===== src/rtl/mist_io_settings.svh =====
`ifndef MIST_IO_SETTINGS_SVH
`define MIST_IO_SETTINGS_SVH

// length of the core configuration string in bytes
`define MIST_CONF_STRLEN 12

// flat width of the configuration string port
`define MIST_CONF_W (8 * `MIST_CONF_STRLEN)

// reply byte for the acknowledge command, letter K
`define MIST_ACK_BYTE 8'h4b

// ioctl address width
`define MIST_IOCTL_AW 25

// every download starts here, boot rom area
`define MIST_DL_BASE_ADDR 25'h150000

// status word width, filled in four bytes
`define MIST_STATUS_W 32

// reply byte counter width, saturates well past the string
`define MIST_BYTE_CNT_W 10

// data byte index within one frame, saturates after the status bytes
`define MIST_DATA_IDX_W 3
`define MIST_DATA_IDX_MAX 3'd4

`endif


===== src/rtl/mist_io_pkg.sv =====
`include "mist_io_settings.svh"

package mist_io_pkg;

	// command byte codes sent by the io controller
	typedef enum logic [7:0] {
		// plain acknowledge, answers with the ack byte
		CMD_ACK       = 8'h00,
		// read back the data_in port
		CMD_READ_DATA = 8'h10,
		// read back the configuration string
		CMD_CONF_STR  = 8'h14,
		// write the 32-bit status word, top byte first
		CMD_STATUS    = 8'h15,
		// set the download address to the base
		CMD_DL_BASE   = 8'h60,
		// start download, every data byte gets pumped
		CMD_DL_START  = 8'h61,
		// end download
		CMD_DL_END    = 8'h62
	} io_cmd_e;

	// one byte off the serial line
	typedef struct packed {
		// high on the SCK edge that completes the byte
		logic       strb;
		// byte 0 of the frame
		logic       is_cmd;
		logic [7:0] data;
	} spi_byte_t;

	// one pumped download byte with its target address
	typedef struct packed {
		logic [`MIST_IOCTL_AW-1:0] addr;
		logic [7:0]                data;
	} dl_word_t;

endpackage


===== src/rtl/spi_frame_rx.sv =====
`timescale 1ns/1ps

`include "mist_io_settings.svh"

module spi_frame_rx (
	input  logic                   SPI_SCK,
	input  logic                   SPI_SS2,
	input  logic                   SPI_DI,
	output mist_io_pkg::spi_byte_t rx_byte
);

	// counts 0-7 for the command byte, then 8-15 over and over
	logic [3:0] bit_cnt;

	// first seven bits of the byte in flight
	logic [6:0] sbuf;

	// frame select clears the bit position
	always_ff @(posedge SPI_SCK or posedge SPI_SS2) begin
		if (SPI_SS2) begin
			bit_cnt <= 4'd0;
		end else begin
			if (bit_cnt == 4'd15) begin
				// wrap back to the data byte range
				bit_cnt <= 4'd8;
			end else begin
				bit_cnt <= bit_cnt + 4'd1;
			end
		end
	end

	// msb first shift in
	// stale bits are pushed out before the next byte completes
	always_ff @(posedge SPI_SCK) begin
		sbuf <= {sbuf[5:0], SPI_DI};
	end

	// last bit goes straight in from the pin
	// so the byte is usable on the edge that completes it
	always_comb begin
		rx_byte.strb   = (bit_cnt[2:0] == 3'd7);
		// upper half of the count means a data byte
		rx_byte.is_cmd = ~bit_cnt[3];
		rx_byte.data   = {sbuf, SPI_DI};
	end

endmodule


===== config.mk =====
export PLATFORM = sky130hd
export DESIGN_NAME = spi_frame_rx
export DESIGN_NICKNAME = d
export VERILOG_FILES = /design/src/rtl/mist_io_pkg.sv /design/src/rtl/spi_frame_rx.sv
export VERILOG_INCLUDE_DIRS = /design/src /design/src/rtl
export SDC_FILE = /design/constraint.sdc
export NUM_CORES = 1
export LEC_CHECK = 0
export BUFFER_PORTS_ARGS = -buffer_cell sky130_fd_sc_hd__buf_4
export CORE_AREA = 2 2 39 41
export DETAILED_ROUTE_END_ITERATION = 16
export DIE_AREA = 0 0 41 43
export GPL_ROUTABILITY_DRIVEN = 0
export SYNTH_ARGS = -nofsm -noshare
export SYNTH_HDL_FRONTEND = slang
export SYNTH_SLANG_ARGS = --single-unit

===== constraint.sdc =====
create_clock -name SPI_SCK -period 2.4 [get_ports SPI_SCK]
set_input_delay 0.48 -clock SPI_SCK [delete_from_list [all_inputs] [get_ports SPI_SCK]]
set_output_delay 0.48 -clock SPI_SCK [all_outputs]
set_load 0.01 [all_outputs]

==> summary.md <==
| Metric | Value |
|---|---|
| Most common cell in the netlist | `dfxtp_1` |
| Commonest cells in the synthesized netlist | `7 x dfxtp_1, 4 x dfrtp_1, 3 x inv_1, 2 x a31oi_1, 2 x ha_1` |
| Reg2Reg Setup Slack | `1.21 ns` |
| Die area | `0.00176 mm^2` |
| Static Leak | `0.230 nW` |
| Crit-path max cell delay | `0.40 ns` |
| DP HPWL | `~360 um` |
| Initial Utilization | `0.230` |
| Most used DFF post-synth | `dfxtp_1` |
| Filler cell count | `~150` |
| Final Hold Slack | `between 0.08 and 0.09 ns` |
| Fin crit period | `~1.7 ns` |
| Synthesized area | `318 um^2` |
| Chip Width | `roughly 41 um` |
| Final Max Tran Viols | `0` |
| Worst EP arrival | `between 1 and 1.5 ns` |
| Clock skew | `~0.0079 ns` |
| Clock Path Buffers | `2` |
| Synth Warn # | `0` |
| PortBufs | `12` |
| Cells after Synth | `22` |
| Worst Path Buf+Inv | `1` |
| # DRC | `0` |
| Post-CTS Hold Fix Bufs | `0` |
| FF+latch area | `roughly 240 um^2` |
| Initial antenna violation count | `0` |
| CTS sink count | `11` |
| Row count | `14` |
| Share of layout cells above drive strength 1 | `0.405` |
| Count of final setup violators | `0` |
| Hold Path Class | `input port to async pin` |
| DR top layer | `met4` |
| Detailed-route via count | `210` |
| Worst EP required | `approximately 1.9 ns` |
| Setup ws final | `approximately 0.66 ns` |
| RSZ-0062 raised after global routing | `false` |
| Post-synth EDFFs | `0` |
| Final global-route overflow total | `0` |
| Post-synthesis async set-or-reset flop share | `0.364` |
| Fmax | `around 580 MHz` |
| Unique masters post-synth | `9` |
| CP cell instances | `ha_1 > ha_1 > buf_4` |
| Drt wl/cell | `around 9.5 um` |
| Post-CTS Setup Bufs | `0` |
| Crit path max-delay family | `adder cells` |
| Critical Path Sink Type | `output pin` |
| Finished Layout Cells | `53` |
| CP Max Fanout | `4` |
| Synth Net Count | `27` |
| Crit path capture | `rx_byte[9]` |
| Max VDD drop | `~0.00026 V` |
| H-tree Lvls | `1` |
| Antenna viol nets, final | `0` |
| Worst path depth | `3` |
| Number of synthesized register bits | `11` |
| Clk Latency, worst-skew pair | `0.27 ns` |
| Number of global-route vias before repair | `200` |
| Worst-path clk slew | `roughly 0.070 ns` |
| Die H | `43 um` |
| Vias per cell | `between 3 and 4` |
| Worst slew pin tran | `~0.16 ns` |
| First drt pass iteration count | `2` |
| Outcome | `completed` |
| Area added between synthesis and finish | `40.6%` |
| DRT iter0 DRCs | `1` |
| PwrDens | `between 700 and 800 mW/mm^2` |
| Most used cell, CP | `ha_1` |
| Sequential area share after synthesis | `0.756` |
| Clk Tree Root Cell | `clkbuf_4` |
| Final #Nets | `43` |
| Final Hold Violating Endpoints | `0` |
| Antenna Cells | `0` |
| Total wire length | `505 um` |
| Worst path slowest cell | `dfrtp_1` |
| Worst Setup SP | `bit_cnt[0]$_DFF_PP0_` |
| Synthesized area per cell | `around 14 um^2` |
| Placed insts | `a little under 50` |
| Worst r2r path cells | `4` |
| Critical path class | `register to output pin` |
| Io pins | `13` |
| Met1 wire length | `223 um` |
| Reg-to-reg startpoint | `bit_cnt[0]$_DFF_PP0_` |
| TNS Setup | `0 ns` |
| CTS resizes | `0` |
| Dpl ws | `~0.96 ns` |
| Final worst path period share | `0.724` |
| R2r endpoint | `bit_cnt[2]$_DFF_PP0_` |
| Worst relative slew slack | `0.895` |
| Core ar. | `0.00138 mm^2` |
| Met3 wire length | `slightly below 90 um` |
| Total track usage | `0.0811` |
| First-pass GRT wire length | `approximately 830 um` |
| Total CTS buffers | `3` |
| Leading area contributor after synthesis | `dfxtp_1` |
| Multi-input gate area | `slightly below 60 um^2` |
| TritonCTS clock tree | `done` |
| Met2 WL | `~180 um` |
| Maxcap violations | `0` |
| Most area-consuming cells after synthesis | `dfxtp_1 44%, dfrtp_1 31%, ha_1 7.9%, a31oi_1 3.9%, inv_1 3.5%` |
| Largest net degree at the start of global routing | `7` |
| Worst setup SP type | `register` |
| Top cell type's share of synthesized area | `0.441` |
| Final Power | `approximately 0.00033 W` |
area by class of cell:
type,count,area share
flip-flops and latches,11,0.538
well taps,16,0.0448
multi-input cells,7,0.132
clock buffers,4,0.0588
repair buffers,12,0.202
inverters,3,0.0252
through the flow:
step | area [um^2] | util
floorplan | 318 | -
global placement | 420 | 0.304
detailed placement | 420 | 0.304
CTS | 447 | 0.323
global route | 447 | 0.323
finish | 447 | 0.323
state kept, by name, indices dropped and copies added (netlist names):
name,cells
bit_cnt,4
sbuf,7
cells in the final DEF, fill, tap and decap left out:
cell,count
buf_4,12
dfxtp_1,7
dfrtp_1,4
inv_1,3
clkbuf_4,3
a31oi_1,2
ha_1,2
nor2b_1,1
nand3_1,1
mux2i_1,1
clkbuf_1,1
layer usage:
layer  GRT usage  up-vias
met5           0        -
met4      0.0400        0
met3      0.0995        2
met2      0.0875       15
met1      0.0897       92
li1            -      101
power by group:
part	switching (W)	internal (W)	leakage, nW
Clock	0.0000599	0.0000643	0.0150
Sequential	0.00000253	0.000190	0.106
Combinational	0.00000779	0.0000104	0.109
worst min-delay path by stage:
stage,endpoint
after floorplan,bit_cnt[0]$_DFF_PP0_
after global placement,sbuf[5]$_DFF_P_
after detailed placement,sbuf[2]$_DFF_P_
after CTS,bit_cnt[0]$_DFF_PP0_
after global routing,bit_cnt[0]$_DFF_PP0_
final,bit_cnt[2]$_DFF_PP0_
logic make-up after synthesis:
logic type / count (synthesis) / synth area share
AND/OR/NAND/NOR: 2 / 0.0354
flip-flops: 11 / 0.756
AO/OA/AOI/OAI: 2 / 0.0394
multiplexers: 1 / 0.0315
buffers and inverters: 4 / 0.0591
adder cells (fa/ha/maj): 2 / 0.0787
No activity file was read; power rests on OpenSTA's default activity.
