File: src/rtl/mist_io_settings.svh
`ifndef MIST_IO_SETTINGS_SVH
`define MIST_IO_SETTINGS_SVH

// length of the core configuration string in bytes
`define MIST_CONF_STRLEN 12

// flat width of the configuration string port
`define MIST_CONF_W (8 * `MIST_CONF_STRLEN)

// reply byte for the acknowledge command, letter K
`define MIST_ACK_BYTE 8'h4b

// ioctl address width
`define MIST_IOCTL_AW 25

// every download starts here, boot rom area
`define MIST_DL_BASE_ADDR 25'h150000

// status word width, filled in four bytes
`define MIST_STATUS_W 32

// reply byte counter width, saturates well past the string
`define MIST_BYTE_CNT_W 10

// data byte index within one frame, saturates after the status bytes
`define MIST_DATA_IDX_W 3
`define MIST_DATA_IDX_MAX 3'd4

`endif

File: src/rtl/mist_io_pkg.sv
`include "mist_io_settings.svh"

package mist_io_pkg;

	// command byte codes sent by the io controller
	typedef enum logic [7:0] {
		// plain acknowledge, answers with the ack byte
		CMD_ACK       = 8'h00,
		// read back the data_in port
		CMD_READ_DATA = 8'h10,
		// read back the configuration string
		CMD_CONF_STR  = 8'h14,
		// write the 32-bit status word, top byte first
		CMD_STATUS    = 8'h15,
		// set the download address to the base
		CMD_DL_BASE   = 8'h60,
		// start download, every data byte gets pumped
		CMD_DL_START  = 8'h61,
		// end download
		CMD_DL_END    = 8'h62
	} io_cmd_e;

	// one byte off the serial line
	typedef struct packed {
		// high on the SCK edge that completes the byte
		logic       strb;
		// byte 0 of the frame
		logic       is_cmd;
		logic [7:0] data;
	} spi_byte_t;

	// one pumped download byte with its target address
	typedef struct packed {
		logic [`MIST_IOCTL_AW-1:0] addr;
		logic [7:0]                data;
	} dl_word_t;

endpackage

File: src/rtl/io_cmd_exec.sv
`timescale 1ns/1ps

`include "mist_io_settings.svh"

module io_cmd_exec (
	input  logic                      SPI_SCK,
	input  logic                      SPI_SS2,
	input  mist_io_pkg::spi_byte_t    rx_byte,
	output mist_io_pkg::io_cmd_e      cmd,
	output logic [`MIST_STATUS_W-1:0] status,
	output mist_io_pkg::dl_word_t     dl_word,
	output logic                      dl_toggle,
	output logic                      dl_active
);

	// command of the current frame
	mist_io_pkg::io_cmd_e cmd_q;
	// incoming byte viewed as a command
	mist_io_pkg::io_cmd_e rx_cmd;

	// data byte number in this frame, 0 is the first after the command
	logic [`MIST_DATA_IDX_W-1:0] data_idx;
	logic                        data_strb;

	// kept across frames, zero after power-up
	logic [`MIST_STATUS_W-1:0] status_q    = '0;
	logic [`MIST_IOCTL_AW-1:0] dl_addr     = '0;
	logic                      dl_toggle_q = 1'b0;
	logic                      dl_active_q = 1'b0;

	// last pumped byte, read in clk_sys after the toggle flips
	mist_io_pkg::dl_word_t dl_word_q;

	assign rx_cmd    = mist_io_pkg::io_cmd_e'(rx_byte.data);
	assign data_strb = rx_byte.strb & ~rx_byte.is_cmd;

	// per-frame state, cleared while not selected
	always_ff @(posedge SPI_SCK or posedge SPI_SS2) begin
		if (SPI_SS2) begin
			cmd_q    <= mist_io_pkg::CMD_ACK;
			data_idx <= '0;
		end else if (rx_byte.strb) begin
			if (rx_byte.is_cmd) begin
				cmd_q <= rx_cmd;
			end else if (data_idx != `MIST_DATA_IDX_MAX) begin
				// stop counting once past the status bytes
				data_idx <= data_idx + 1'b1;
			end
		end
	end

	always_ff @(posedge SPI_SCK) begin
		// download level follows the start and end commands directly
		if (rx_byte.strb && rx_byte.is_cmd) begin
			if (rx_cmd == mist_io_pkg::CMD_DL_START) begin
				dl_active_q <= 1'b1;
			end
			if (rx_cmd == mist_io_pkg::CMD_DL_END) begin
				dl_active_q <= 1'b0;
			end
		end

		if (data_strb) begin
			case (cmd_q)
				mist_io_pkg::CMD_STATUS: begin
					// top byte comes first, bytes after the fourth are dropped
					case (data_idx)
						3'd0: status_q[31:24] <= rx_byte.data;
						3'd1: status_q[23:16] <= rx_byte.data;
						3'd2: status_q[15:8]  <= rx_byte.data;
						3'd3: status_q[7:0]   <= rx_byte.data;
						default: ;
					endcase
				end
				mist_io_pkg::CMD_DL_BASE: begin
					if (data_idx == '0) begin
						dl_addr <= `MIST_DL_BASE_ADDR;
					end
				end
				mist_io_pkg::CMD_DL_START: begin
					// word is settled before the toggle is seen in clk_sys
					dl_word_q.addr <= dl_addr;
					dl_word_q.data <= rx_byte.data;
					dl_addr        <= dl_addr + 1'b1;
					dl_toggle_q    <= ~dl_toggle_q;
				end
				default: ;
			endcase
		end
	end

	assign cmd       = cmd_q;
	assign status    = status_q;
	assign dl_word   = dl_word_q;
	assign dl_toggle = dl_toggle_q;
	assign dl_active = dl_active_q;

endmodule

File: config.mk
export PLATFORM = sky130hd
export DESIGN_NAME = io_cmd_exec
export DESIGN_NICKNAME = d
export VERILOG_FILES = /design/src/rtl/mist_io_pkg.sv /design/src/rtl/io_cmd_exec.sv
export VERILOG_INCLUDE_DIRS = /design/src /design/src/rtl
export SDC_FILE = /design/constraint.sdc
export NUM_CORES = 1
export LEC_CHECK = 0
export ABC_AREA = 1
export BUFFER_PORTS_ARGS = -buffer_cell sky130_fd_sc_hd__buf_2
export CAP_MARGIN = 5
export CELL_PAD_IN_SITES_DETAIL_PLACEMENT = 0
export CELL_PAD_IN_SITES_GLOBAL_PLACEMENT = 1
export CORE_MARGIN = 5
export CORE_UTILIZATION = 35
export DETAILED_ROUTE_END_ITERATION = 7
export HOLD_SLACK_MARGIN = 0.12
export PLACE_DENSITY = 0.75
export SETUP_SLACK_MARGIN = 0.5
export SLEW_MARGIN = 10
export SYNTH_ARGS = -nofsm -noshare
export SYNTH_HDL_FRONTEND = slang
export SYNTH_SLANG_ARGS = --single-unit
File: constraint.sdc
create_clock -name SPI_SCK -period 7.7 [get_ports SPI_SCK]
set_input_delay 0.385 -clock SPI_SCK [delete_from_list [all_inputs] [get_ports SPI_SCK]]
set_output_delay 0.385 -clock SPI_SCK [all_outputs]
set_load 0.005 [all_outputs]
==> Flow_metrics.wiki <==
{| class="wikitable"
! Metric !! Value
|-
| Startpoint-to-endpoint class of the critical path || register to register
|-
| Antenna violations before repair || 0
|-
| Main synth FF type || sky130_fd_sc_hd__edfxtp_1
|-
| Setup WS pre-CTS || 4.894 ns
|-
| Post-Synthesis Net Count || 354
|-
| Net switching fraction of the power || 19.87%
|-
| Number of buffers created by CTS || 9
|-
| DRC violations left || 0
|-
| Clock tree from TritonCTS || done
|-
| Library cell with the highest instance count after synthesis || sky130_fd_sc_hd__edfxtp_1
|-
| Remaining global-route overflow || 0
|-
| FFs w/ async S/R, synth || 10.68%
|-
| Wire length of the first global-routing pass || 13,710 µm
|-
| Final worst path period need || 2.733 ns
|-
| Layout-stage area growth over the synthesis result || 22.98%
|-
| Floorplan die width || 120.0 µm
|-
| RSZ-0062 raised after global routing || no
|-
| Most numerous cell types in the synthesized netlist || sky130_fd_sc_hd__edfxtp_1, sky130_fd_sc_hd__nand2_1, sky130_fd_sc_hd__inv_1
|-
| Count of filler cells inserted in the layout || 1,099
|-
| Final TNS setup || 0 ns
|-
| Area enclosed by the die boundary || 14,400 µm²
|-
| Yosys reg bits || 103
|-
| Net switching power figure || 239.8 µW
|-
| Part of the cycle the worst path needs || 35.49%
|-
| Final setup violation count || 0
|-
| Seq/Total Area, Yosys || 71.71%
|-
| Kind of end point of the critical path || register
|-
| Final design area excluding fillers || 5210 µm²
|-
| Overall fraction of global-route tracks in use || 12.38%
|-
| Number of cells in the design after placement || 567
|-
| Max-slew violation count || 0
|-
| Final worst-path setup slack || 4.967 ns
|-
| Number of vias per cell after detailed routing || 4.594
|-
| Power per unit of standard cell area || 231.6 nW/µm²
|-
| Main area contributors after synthesis || sky130_fd_sc_hd__edfxtp_1, sky130_fd_sc_hd__dfrtp_1, sky130_fd_sc_hd__nand2_1
|-
| Clock insertion delay at the later pin of the skew report || 0.34 ns
|-
| Class of the most critical hold timing path || input port to register
|-
| Max-cap violations || 0
|-
| Worst path required time || 7.66 ns
|-
| Leakage || 1.963 nW
|-
| Netlist area before placement || 4237 µm²
|-
| Min-delay src || rx_byte[4]
|-
| Detailed-placement wirelength estimate || 6226 µm
|-
| Clock tree sinks || 103
|-
| Worst relative slew slack || 35.05%
|-
| Library cells used by synthesis || 31
|-
| Average size of a mapped cell || 12.61 µm²
|-
| Combinational share of power || 5.2%
|-
| Worst flop-to-flop path startpoint || cmd[7]
|-
| Final estimated routing congestion in global placement || 0.8079
|-
| Final nets || 450
|-
| Initial DRC Count || 158
|-
| Final Hold Vio Count || 0
|-
| Number of diodes || 0
|-
| Arrival time of data at the critical path endpoint || 2.69 ns
|-
| I/O Pins || 87
|-
| # H-tree levels || 3
|-
| Fraction of final layout cells with drive strength greater than 1 || 29.75%
|-
| Share of Yosys cell area claimed by the top area cell type || 65.21%
|-
| Outcome || completed
|-
| Reg power frac || 52.0%
|-
| Top fanout value on the critical path || 34
|-
| Number of placement rows || 40
|-
| Routed wire length per instance || 14.86 µm
|-
| Placed Instance Area || 4852 µm²
|-
| Peak ir drop on the vdd network || 0.09616 mV
|-
| Post-detailed-route count of antenna-violating nets || 0
|-
| Largest net degree at the start of global routing || 35
|-
| Kind of launch point of the worst setup path || register
|-
| Number of standard cells in the layout, taps in and fillers out || 584
|-
| Yosys Warn Count || 0
|-
| Clock share of power || 42.7%
|-
| CTS clk-pin slew, worst paths || 0.07 ns
|-
| Transition time at the pin with the least slew margin || 0.9719 ns
|-
| Final wirelength || 8676 µm
|-
| Maximum number of buffers from clock root to sink || 2
|-
| Number of instances in the synthesized netlist || 336
|-
| Count of buffers inserted at the top-level ports || 86
|-
| Post-route clock skew || 0.01014 ns
|-
| Initial Utilization || 35.42%
|-
| Core area || 11,960 µm²
|-
| Die Y-Extent || 120.0 µm
|-
| Internal portion of total power || 967.1 µW
|-
| Iteration count of the initial detailed-routing pass || 4
|-
| Worst slack on hold paths || 0.2964 ns
|-
| Number of enable-type register cells in the synthesized netlist || 92
|-
| Largest area contributor in the netlist || sky130_fd_sc_hd__edfxtp_1
|-
| Vias || 2,683
|-
| Fmax || 0.3659 GHz
|-
| Source of the critical timing path || cmd[7]
|-
| Buffer type at the clock tree root || sky130_fd_sc_hd__clkbuf_16
|-
| Number of global-route vias before repair || 2,695
|-
| Number of post-CTS setup repair buffers || 0
|}
## power by group through the flow
| stage | Clock [mW] | Sequential (mW) | Combinational [mW] |
|---|---|---|---|
| 6_report | 0.516 | 0.628 | 0.0631 |
| 5_1_grt | 0.549 | 0.629 | 0.0734 |
| 4_1_cts | 0.528 | 0.628 | 0.0643 |
| 3_5_place_dp | 0 | 0.640 | 0.0636 |
| 3_3_place_gp | 0 | 0.639 | 0.0630 |
| 2_1_floorplan | 0 | 0.639 | 0.0391 |
## cells by family (layout without fill, tap and decap cells)
family          count (synthesis)  count (layout)  share of synthesized area (%)
simple gates                  142             142                          17.19
flops                         103             103                          71.71
buf+inv                        49             150                          4.460
compound gates                 33              33                          4.135
fa+ha+maj                       6               6                          1.772
mux                             2               2                         0.5316
xor+xnor                        1               1                         0.2068
## cells in the final DEF (no fill, tap or decap), types with 9 or more instances in the layout
cell type,n
sky130_fd_sc_hd__a21oi_1,15
sky130_fd_sc_hd__buf_2,86
sky130_fd_sc_hd__clkbuf_16,9
sky130_fd_sc_hd__dfrtp_1,11
sky130_fd_sc_hd__edfxtp_1,92
sky130_fd_sc_hd__inv_1,44
sky130_fd_sc_hd__nand2_1,51
sky130_fd_sc_hd__nand3_1,12
sky130_fd_sc_hd__nor2_1,38
sky130_fd_sc_hd__nor2_4,10
## per-stage QoR
stage	power, mW	util (%)
3_5_place_dp	0.7038	40.56
4_1_cts	1.220	43.56
3_3_place_gp	0.7021	40.56
2_1_floorplan	0.6784	-
5_1_grt	1.251	43.56
6_report	1.207	43.56
## routing by layer
layer | GRT usage (%) | vias to the layer above | part of all wire [%]
li1 | - | 1341 | -
met5 | 0 | - | 0
met3 | 3.299 | 10 | 5.0
met1 | 14.80 | 1269 | 43
met4 | 5.941 | 0 | 1.8
met2 | 20.72 | 63 | 50
## worst max-delay path, stage by stage (launching register included)
cell and delay [ns]:
sky130_fd_sc_hd__dfrtp_1 0.41, sky130_fd_sc_hd__nor2_1 0.11, sky130_fd_sc_hd__nand3_1 0.13, sky130_fd_sc_hd__nor3_4 0.68, sky130_fd_sc_hd__inv_2 0.20, sky130_fd_sc_hd__nor2_4 0.79
## repair_timing
action / 4_1_cts / 5_1_grt
hold endpoints to repair: 11 / 0
hold buffers: 1 / 0
resized for setup: 0 / 0
## registers in the layout, indices dropped and copies added, names as in the netlist
register	flops
status	32
dl_word	33
dl_addr	25
dl_toggle	1
cmd	8
data_idx	3
dl_active	1
## path summary, 6_finish.rpt
kind                               end  slack, ns  cells past startpoint
setup / recovery           dl_word[19]       4.97                      5
setup reg to reg           dl_word[19]       4.97                      5
min in group asynchronous  data_idx[0]       0.59                      3
hold / removal              status[20]       0.30                      1
max in group asynchronous       cmd[7]       6.81                      3
hold reg to reg            dl_word[32]       0.50                      0
## cell type report
type	count	area [µm²]	share of cell area [%]
flip-flops and latches	103	3038	58.31
clock inverters	5	105.1	2.017
repair buffers	88	447.9	8.598
inverters	46	172.7	3.314
multi-input cells	184	1020	19.57
well taps	147	183.9	3.530
clock buffers	11	242.7	4.659
(Power assumes the default switching activity.)
