$ cat config.mk
export PLATFORM = sky130hd
export DESIGN_NAME = ioctl_xfer
export DESIGN_NICKNAME = d
export VERILOG_FILES = /design/src/rtl/mist_io_pkg.sv /design/src/rtl/ioctl_xfer.sv
export VERILOG_INCLUDE_DIRS = /design/src /design/src/rtl
export SDC_FILE = /design/constraint.sdc
export NUM_CORES = 1
export LEC_CHECK = 0
export BUFFER_PORTS_ARGS = -buffer_cell sky130_fd_sc_hd__buf_4
export CAP_MARGIN = 20
export CORE_MARGIN = 2
export CORE_UTILIZATION = 36
export CTS_CLUSTER_SIZE = 10
export DETAILED_ROUTE_END_ITERATION = 7
export GPL_TIMING_DRIVEN = 1
export PLACE_DENSITY = 0.69
export SYNTH_ARGS = -nofsm -noshare
export SYNTH_HDL_FRONTEND = slang
export SYNTH_SLANG_ARGS = --single-unit
$ cat constraint.sdc
create_clock -name clk_sys -period 2 [get_ports clk_sys]
set_input_delay 0.1 -clock clk_sys [delete_from_list [all_inputs] [get_ports clk_sys]]
set_output_delay 0.1 -clock clk_sys [all_outputs]
set_load 0.02 [all_outputs]
$ cat src/rtl/mist_io_settings.svh
`ifndef MIST_IO_SETTINGS_SVH
`define MIST_IO_SETTINGS_SVH

// length of the core configuration string in bytes
`define MIST_CONF_STRLEN 12

// flat width of the configuration string port
`define MIST_CONF_W (8 * `MIST_CONF_STRLEN)

// reply byte for the acknowledge command, letter K
`define MIST_ACK_BYTE 8'h4b

// ioctl address width
`define MIST_IOCTL_AW 25

// every download starts here, boot rom area
`define MIST_DL_BASE_ADDR 25'h150000

// status word width, filled in four bytes
`define MIST_STATUS_W 32

// reply byte counter width, saturates well past the string
`define MIST_BYTE_CNT_W 10

// data byte index within one frame, saturates after the status bytes
`define MIST_DATA_IDX_W 3
`define MIST_DATA_IDX_MAX 3'd4

`endif

$ cat src/rtl/mist_io_pkg.sv
`include "mist_io_settings.svh"

package mist_io_pkg;

	// command byte codes sent by the io controller
	typedef enum logic [7:0] {
		// plain acknowledge, answers with the ack byte
		CMD_ACK       = 8'h00,
		// read back the data_in port
		CMD_READ_DATA = 8'h10,
		// read back the configuration string
		CMD_CONF_STR  = 8'h14,
		// write the 32-bit status word, top byte first
		CMD_STATUS    = 8'h15,
		// set the download address to the base
		CMD_DL_BASE   = 8'h60,
		// start download, every data byte gets pumped
		CMD_DL_START  = 8'h61,
		// end download
		CMD_DL_END    = 8'h62
	} io_cmd_e;

	// one byte off the serial line
	typedef struct packed {
		// high on the SCK edge that completes the byte
		logic       strb;
		// byte 0 of the frame
		logic       is_cmd;
		logic [7:0] data;
	} spi_byte_t;

	// one pumped download byte with its target address
	typedef struct packed {
		logic [`MIST_IOCTL_AW-1:0] addr;
		logic [7:0]                data;
	} dl_word_t;

endpackage

$ cat src/rtl/ioctl_xfer.sv
`timescale 1ns/1ps

`include "mist_io_settings.svh"

module ioctl_xfer (
	input  logic                      clk_sys,
	input  logic                      ioctl_ce,
	input  mist_io_pkg::dl_word_t     dl_word,
	input  logic                      dl_toggle,
	input  logic                      dl_active,
	output logic                      ioctl_download,
	output logic                      ioctl_wr,
	output logic [`MIST_IOCTL_AW-1:0] ioctl_addr,
	output logic [7:0]                ioctl_dout
);

	// toggle synchronizer, [0] first stage
	logic [1:0] tog_s = 2'b00;
	// first stage for the download level
	logic       act_s = 1'b0;

	logic dl_wr_q    = 1'b0;
	logic dl_level_q = 1'b0;

	// word copied on the toggle edge
	mist_io_pkg::dl_word_t out_q;

	// everything advances only on clock enable
	// so several flips during a low enable collapse into one
	always_ff @(posedge clk_sys) begin
		if (ioctl_ce) begin
			tog_s      <= {tog_s[0], dl_toggle};
			act_s      <= dl_active;
			dl_level_q <= act_s;
			dl_wr_q    <= 1'b0;
			// word was stable before the flip reached here
			if (tog_s[1] != tog_s[0]) begin
				out_q   <= dl_word;
				dl_wr_q <= 1'b1;
			end
		end
	end

	assign ioctl_download = dl_level_q;
	assign ioctl_wr       = dl_wr_q;
	assign ioctl_addr     = out_q.addr;
	assign ioctl_dout     = out_q.data;

endmodule

==> results of run 1 <==
layer usage:
layer | up-vias | wire length (µm) | share of wire
li1 | 391 | - | -
met1 | 376 | 935 | 0.33
met2 | 42 | 1670 | 0.59
met3 | 6 | 186 | 0.065
met4 | 0 | 60 | 0.021
met5 | - | 0 | 0
cell usage after synthesis:
cell type	n	area (µm²)
and2_1	1	6.26
xor2_1	1	8.76
edfxtp_1	38	1140
worst max-delay path, stage by stage (launching register included):
cell and delay, ns:
edfxtp_1 0.41, xor2_1 0.18, and2_1 0.16, buf_4 0.25
cell usage in the layout, fill, tap and decap left out, drive strengths merged:
master and n:
clkbuf 5, clkinvlp 1, edfxtp 38, buf 73, xor2 1, and2 1
dlygate4sd3 36, clkinv 2
worst max-delay path by stage:
stage / to / cells past startpoint / slack, ns / startpoint
2_1_floorplan: ioctl_addr[0] / 2 / 0.21 / tog_s[0]
3_3_place_gp: ioctl_addr[10] / 3 / 0.72 / tog_s[0]
3_5_place_dp: ioctl_dout[4] / 3 / 0.69 / tog_s[0]
4_1_cts: ioctl_addr[14] / 3 / 0.67 / tog_s[0]
5_1_grt: ioctl_addr[14] / 3 / 0.58 / tog_s[0]
6_report: ioctl_addr[14] / 3 / 0.69 / tog_s[0]
power groups by stage:
stage	combinational [mW]	sequential, mW	clock, mW
after floorplan	0.0199	1.04	0
after detailed placement	0.217	0.978	0
final	0.273	0.960	0.373
after global routing	0.291	0.965	0.412
after global placement	0.213	0.975	0
after CTS	0.274	0.959	0.390
layout make-up:
class                           count  area share
Sequential cell                    38       0.525
Tap cell                           44      0.0253
Timing Repair Buffer              109       0.418
Multi-Input combinational cell      2     0.00691
Clock buffer                        5      0.0173
Clock inverter                      3     0.00748
stage by stage:
step | std cells | power, mW | util | hold WS [ns] | setup slack [ns]
floorplan | 40 | 1.06 | - | 0.199 | 0.214
global placement | 157 | 1.19 | 0.576 | 0.278 | 0.720
detailed placement | 157 | 1.19 | 0.576 | 0.279 | 0.689
CTS | 201 | 1.62 | 0.712 | 0.441 | 0.671
global route | 201 | 1.67 | 0.712 | 0.452 | 0.580
finish | 201 | 1.61 | 0.712 | 0.438 | 0.688
registers in the layout (all words and copies together), names as in the netlist:
register / flops
act_s: 1
ioctl_dout: 8
ioctl_download: 1
tog_s: 2
ioctl_wr: 1
ioctl_addr: 25
logic make-up (layout without fill, tap and decap cells):
kind of cell	after synthesis	after routing	synth area share
XOR/XNOR	1	1	0.00758
buffers and inverters	0	117	0
flip-flops	38	38	0.987
AND/OR/NAND/NOR	1	1	0.00541
==> results.sh, run 1 <==
export IMPL_status="finished clean"
export IMPL_yosys_warnings=0
export IMPL_cts_setup_buffers=0
export IMPL_placed_area_um2=1760
export IMPL_crit_path_start_kind="flip-flop"
export IMPL_drc=0
export IMPL_fmax_mhz=762
export IMPL_synthesis_nets=77
export IMPL_path_max_fanout=18
export IMPL_worst_slew_pin_slew_ns=0.226
export IMPL_final_cell_area_um2=2170
export IMPL_antenna_found_initial=0
export IMPL_syn_instance_count=40
export IMPL_register_area_um2=1140
export IMPL_grt_util_met1=0.147
export IMPL_power_density_nw_per_um2=739
export IMPL_drive_gt1_frac=0.510
export IMPL_drv_cap=0
export IMPL_diodes=0
export IMPL_hold_end="ioctl_download"
export IMPL_syn_area_per_cell_um2=28.9
export IMPL_rsz0062_at_grt="no"
export IMPL_io_pins=72
export IMPL_busiest_layer="met2"
export IMPL_grtUsageMet3=0.0832
export IMPL_holdPathStages=0
export IMPL_globalRouteMet2Util=0.300
export IMPL_detail_route_antenna_nets=0
export IMPL_combPwrFrac=0.170
export IMPL_start_util=0.379
export IMPL_vias_per_cell=4.05
export IMPL_setup_violations_final=0
export IMPL_die_area_um2=3680
export IMPL_post_cts_resized=0
export IMPL_cts_hold_buf=36
export IMPL_min_from="act_s"
export IMPL_grt_pass1_vias=869
export IMPL_grt_pass1_wl_um=3920
export IMPL_synth_distinct_cells=3
export IMPL_grt_max_degree=19
export IMPL_drtIter0Drc=14
export IMPL_reg2reg_depth=3
export IMPL_power_share_clock=0.232
export IMPL_synth_seq_cells=38
export IMPL_p_switching_mw=0.382
export IMPL_min_path_type="reg -> reg"
export IMPL_setup_tns_final_ns=0
export IMPL_r2r_slack_ns=0.69
export IMPL_via_count=815
export IMPL_die_y_um=60.7
export IMPL_core_um2=3050
export IMPL_r2r_end="ioctl_addr[14]"
export IMPL_cts_max_path_buffers=2
export IMPL_hold_violations=0
export IMPL_final_nets=193
export IMPL_criticalPathCategory="reg -> reg"
export IMPL_numPortBuffers=71
export IMPL_cts_tree="yes"
export IMPL_grt_usage=0.165
export IMPL_syn_area_um2=1160
export IMPL_clock_skew_ns=0.00805
export IMPL_fillers=204
export IMPL_cts_root_buf="clkbuf_4"
export IMPL_multi_input_area_um2=15.0
export IMPL_syn_to_final_growth_pct=88.0
export IMPL_yosysSeqAreaShare=0.987
export IMPL_gp_congestion=0.634
export IMPL_drt_pre_antenna_iters=4
export IMPL_clkSlewWorstSetupHoldPaths_ns=0.10
export IMPL_crit_arrival_ns=1.35
export IMPL_p_int_mw=1.22
export IMPL_htreeDepth=2
export IMPL_rows=20
export IMPL_wl_per_cell_um=14.2
export IMPL_wirelength_um=2850
export IMPL_clk_latency_ns=0.34
export IMPL_clock_sinks=38
export IMPL_swShare=0.238
export IMPL_period_share=0.656
export IMPL_drv_slew=0
export IMPL_r2r_start="tog_s[0]"
export IMPL_slew_headroom=0.849
export IMPL_p_leak_nw=0.896
export IMPL_cp_required_ns=2.03
export IMPL_critPathCaptureType="flip-flop"
export IMPL_cts_made_buffers=5
export IMPL_vdd_drop_max_v=0.000434
export IMPL_layout_min_cycle_time_ns=1.31
export IMPL_p_seq_frac=0.598
export IMPL_dieWidth_um=60.7
export IMPL_grt_overflow_total=0
Power figures use the tool's default switching activity.
==> run 2: changes to the inputs <==
- ABC_AREA: not set -> 1
- PLACE_DENSITY: 0.69 -> 0.72
- clock period: 2 -> 1.2 ns (I/O delays scaled with it)
==> results.sh, run 2 <==
export IMPL_yosysSeqAreaShare=0.970
export IMPL_final_cells=210
export IMPL_largest_reg_flops=25
export IMPL_synth_area_leaders="edfxtp_1 97%, inv_1 1.3%, nand2_1 0.64%, nand2_2 0.53%, nor2_2 0.53%"
export IMPL_numPortBuffers=71
export IMPL_crit_arrival_ns=1.30
export IMPL_io_pins=72
export IMPL_final_cell_area_um2=2290
export IMPL_detail_route_antenna_nets=0
export IMPL_synth_async_reset_ratio=0
export IMPL_synth_distinct_cells=5
export IMPL_drc=0
export IMPL_rows=20
export IMPL_p_leak_nw=0.969
export IMPL_synth_main_ff_cell="edfxtp_1"
export IMPL_critPathCaptureType="flip-flop"
export IMPL_vias_per_cell=4.12
export IMPL_period_share=1.04
export IMPL_core_um2=3080
export IMPL_yosys_warnings=0
export IMPL_startpoint="tog_s[0]"
export IMPL_grt_usage=0.159
export IMPL_synth_seq_cells=38
export IMPL_via_count=865
export IMPL_slew_headroom=0.847
export IMPL_grt_overflow_total=0
export IMPL_vdd_drop_max_v=0.000822
export IMPL_fmax_mhz=801
export IMPL_cts_root_buf="clkbuf_4"
export IMPL_cts_max_path_buffers=2
export IMPL_worst_slew_pin_slew_ns=0.229
export IMPL_criticalPathCategory="reg -> reg"
export IMPL_cts_tree="yes"
export IMPL_yosys_area_top_type_share=0.970
export IMPL_start_util=0.382
export IMPL_crit_end="ioctl_dout[2]"
export IMPL_synth_most_common_cell="edfxtp_1"
export IMPL_path_max_fanout=15
export IMPL_min_path_type="in -> reg"
export IMPL_hold_violations=0
export IMPL_r2r_slack_ns=-0.05
export IMPL_die_area_um2=3740
export IMPL_fillers=181
export IMPL_final_nets=202
export IMPL_antenna_found_initial=0
export IMPL_reg2reg_depth=4
export IMPL_pre_cts_slack_ns=-0.0123
export IMPL_clk_latency_ns=0.34
export IMPL_grt_pass1_wl_um=4000
export IMPL_synth_common_cells="38 x edfxtp_1, 4 x inv_1, 2 x nand2_1"
export IMPL_r2r_start="tog_s[0]"
export IMPL_min_from="ioctl_ce"
export IMPL_placed_area_um2=1820
export IMPL_syn_area_per_cell_um2=25.6
export IMPL_violations="setup timing"
export IMPL_fin_hold_ws_ns=0.284
export IMPL_clock_skew_ns=0.0133
export IMPL_mostFrequentLayoutCells="74 x buf_4, 38 x edfxtp_1, 36 x dlygate4sd3_1"
export IMPL_drt_pre_antenna_iters=4
export IMPL_dp_cells=164
export IMPL_r2r_end="ioctl_dout[2]"
export IMPL_rsz0062_at_grt="yes"
export IMPL_die_y_um=61.2
export IMPL_drtIter0Drc=6
export IMPL_dpl_hpwl_um=1660
export IMPL_drv_slew=0
export IMPL_gp_congestion=0.616
export IMPL_clock_sinks=38
export IMPL_grt_max_degree=16
export IMPL_drv_cap=0
export IMPL_syn_to_final_growth_pct=95.0
export IMPL_cts_made_buffers=5
export IMPL_clkSlewWorstSetupHoldPaths_ns=0.12
export IMPL_fin_util=0.745
export IMPL_synth_top_cell_by_area="edfxtp_1"
export IMPL_setup_violations_final=33
export IMPL_diodes=0
export IMPL_wirelength_um=2800
export IMPL_crit_path_start_kind="flip-flop"
export IMPL_synth_edf_count=38
export IMPL_cp_required_ns=1.25
export IMPL_htreeDepth=2
export IMPL_syn_instance_count=46
export IMPL_dieWidth_um=61.2
export IMPL_drive_gt1_frac=0.512
export IMPL_synthesis_nets=83
export IMPL_syn_area_um2=1180
export IMPL_wl_per_cell_um=13.3
export IMPL_worst_slack_ns=-0.0488
export IMPL_grt_pass1_vias=887
export IMPL_status="complete, but fails checks"
export IMPL_power_density_nw_per_um2=1350
export IMPL_mostFrequentLayoutCell="buf_4"
export IMPL_layout_min_cycle_time_ns=1.25
[run 2: cell types whose count changed after synthesis]
cell,before,now
nand2_1,0,2
inv_1,0,4
xor2_1,1,0
and2_1,1,0
nor2_2,0,1
nand2_2,0,1
[run 2: where the power goes]
part | internal [mW] | switching, mW
Sequential | 1.56 | 0.0253
Clock | 0.642 | 0.401
Combinational | 0.265 | 0.201
[run 2: critical path: stages, from the launching register on]
cell and delay (ns):
edfxtp_1 0.45, nand2_1 0.10, nand2_2 0.07, nor2_4 0.17, buf_12 0.17
[run 2: metrics by stage]
stage          setup TNS (ns)  power, mW
3_5_place_dp           -0.257       1.98
4_1_cts                -0.432       3.10
2_1_floorplan           -7.47       1.74
6_report                -1.24       3.09
5_1_grt                 -2.11       3.22
3_3_place_gp                0       1.97
[run 2: final cells by class]
cell class,instances,area [µm²],area share
sequential,38,1140,0.498
timing repair buffer,112,956,0.417
clock inverter,3,63.8,0.0278
tap,44,55.1,0.0240
clock buffer,5,37.5,0.0164
multi-input combinational,4,25.0,0.0109
inverter,4,15.0,0.00655
[run 2: repair_timing]
item                                    CTS  global route
hold buffers                             36             0
buffers inserted                          1             1
resized for setup                         0             0
endpoints found under the setup margin   33            33
hold endpoints to repair                 40             0
[run 2: routing by layer]
layer,share of wire,GRT usage,wire [µm],up-vias
met2,0.58,0.298,1640,46
met3,0.10,0.0819,287,5
met5,0,0,0,-
met4,0.015,0.0559,41,0
li1,-,-,-,413
met1,0.30,0.145,834,401
[run 2: cell families (layout without fill, tap and decap cells)]
| group | Yosys count | in the layout | share of synthesized area |
|---|---|---|---|
| simple gates | 4 | 4 | 0.0170 |
| flops | 38 | 38 | 0.970 |
| buf+inv | 4 | 124 | 0.0128 |
[run 2: worst min path at each step]
| stage | depth (start not counted) | end |
|---|---|---|
| after floorplan | 0 | act_s |
| after detailed placement | 1 | ioctl_dout[1] |
| after global routing | 4 | ioctl_addr[9] |
| after CTS | 4 | ioctl_addr[12] |
| final | 4 | ioctl_addr[8] |
| after global placement | 1 | ioctl_addr[15] |
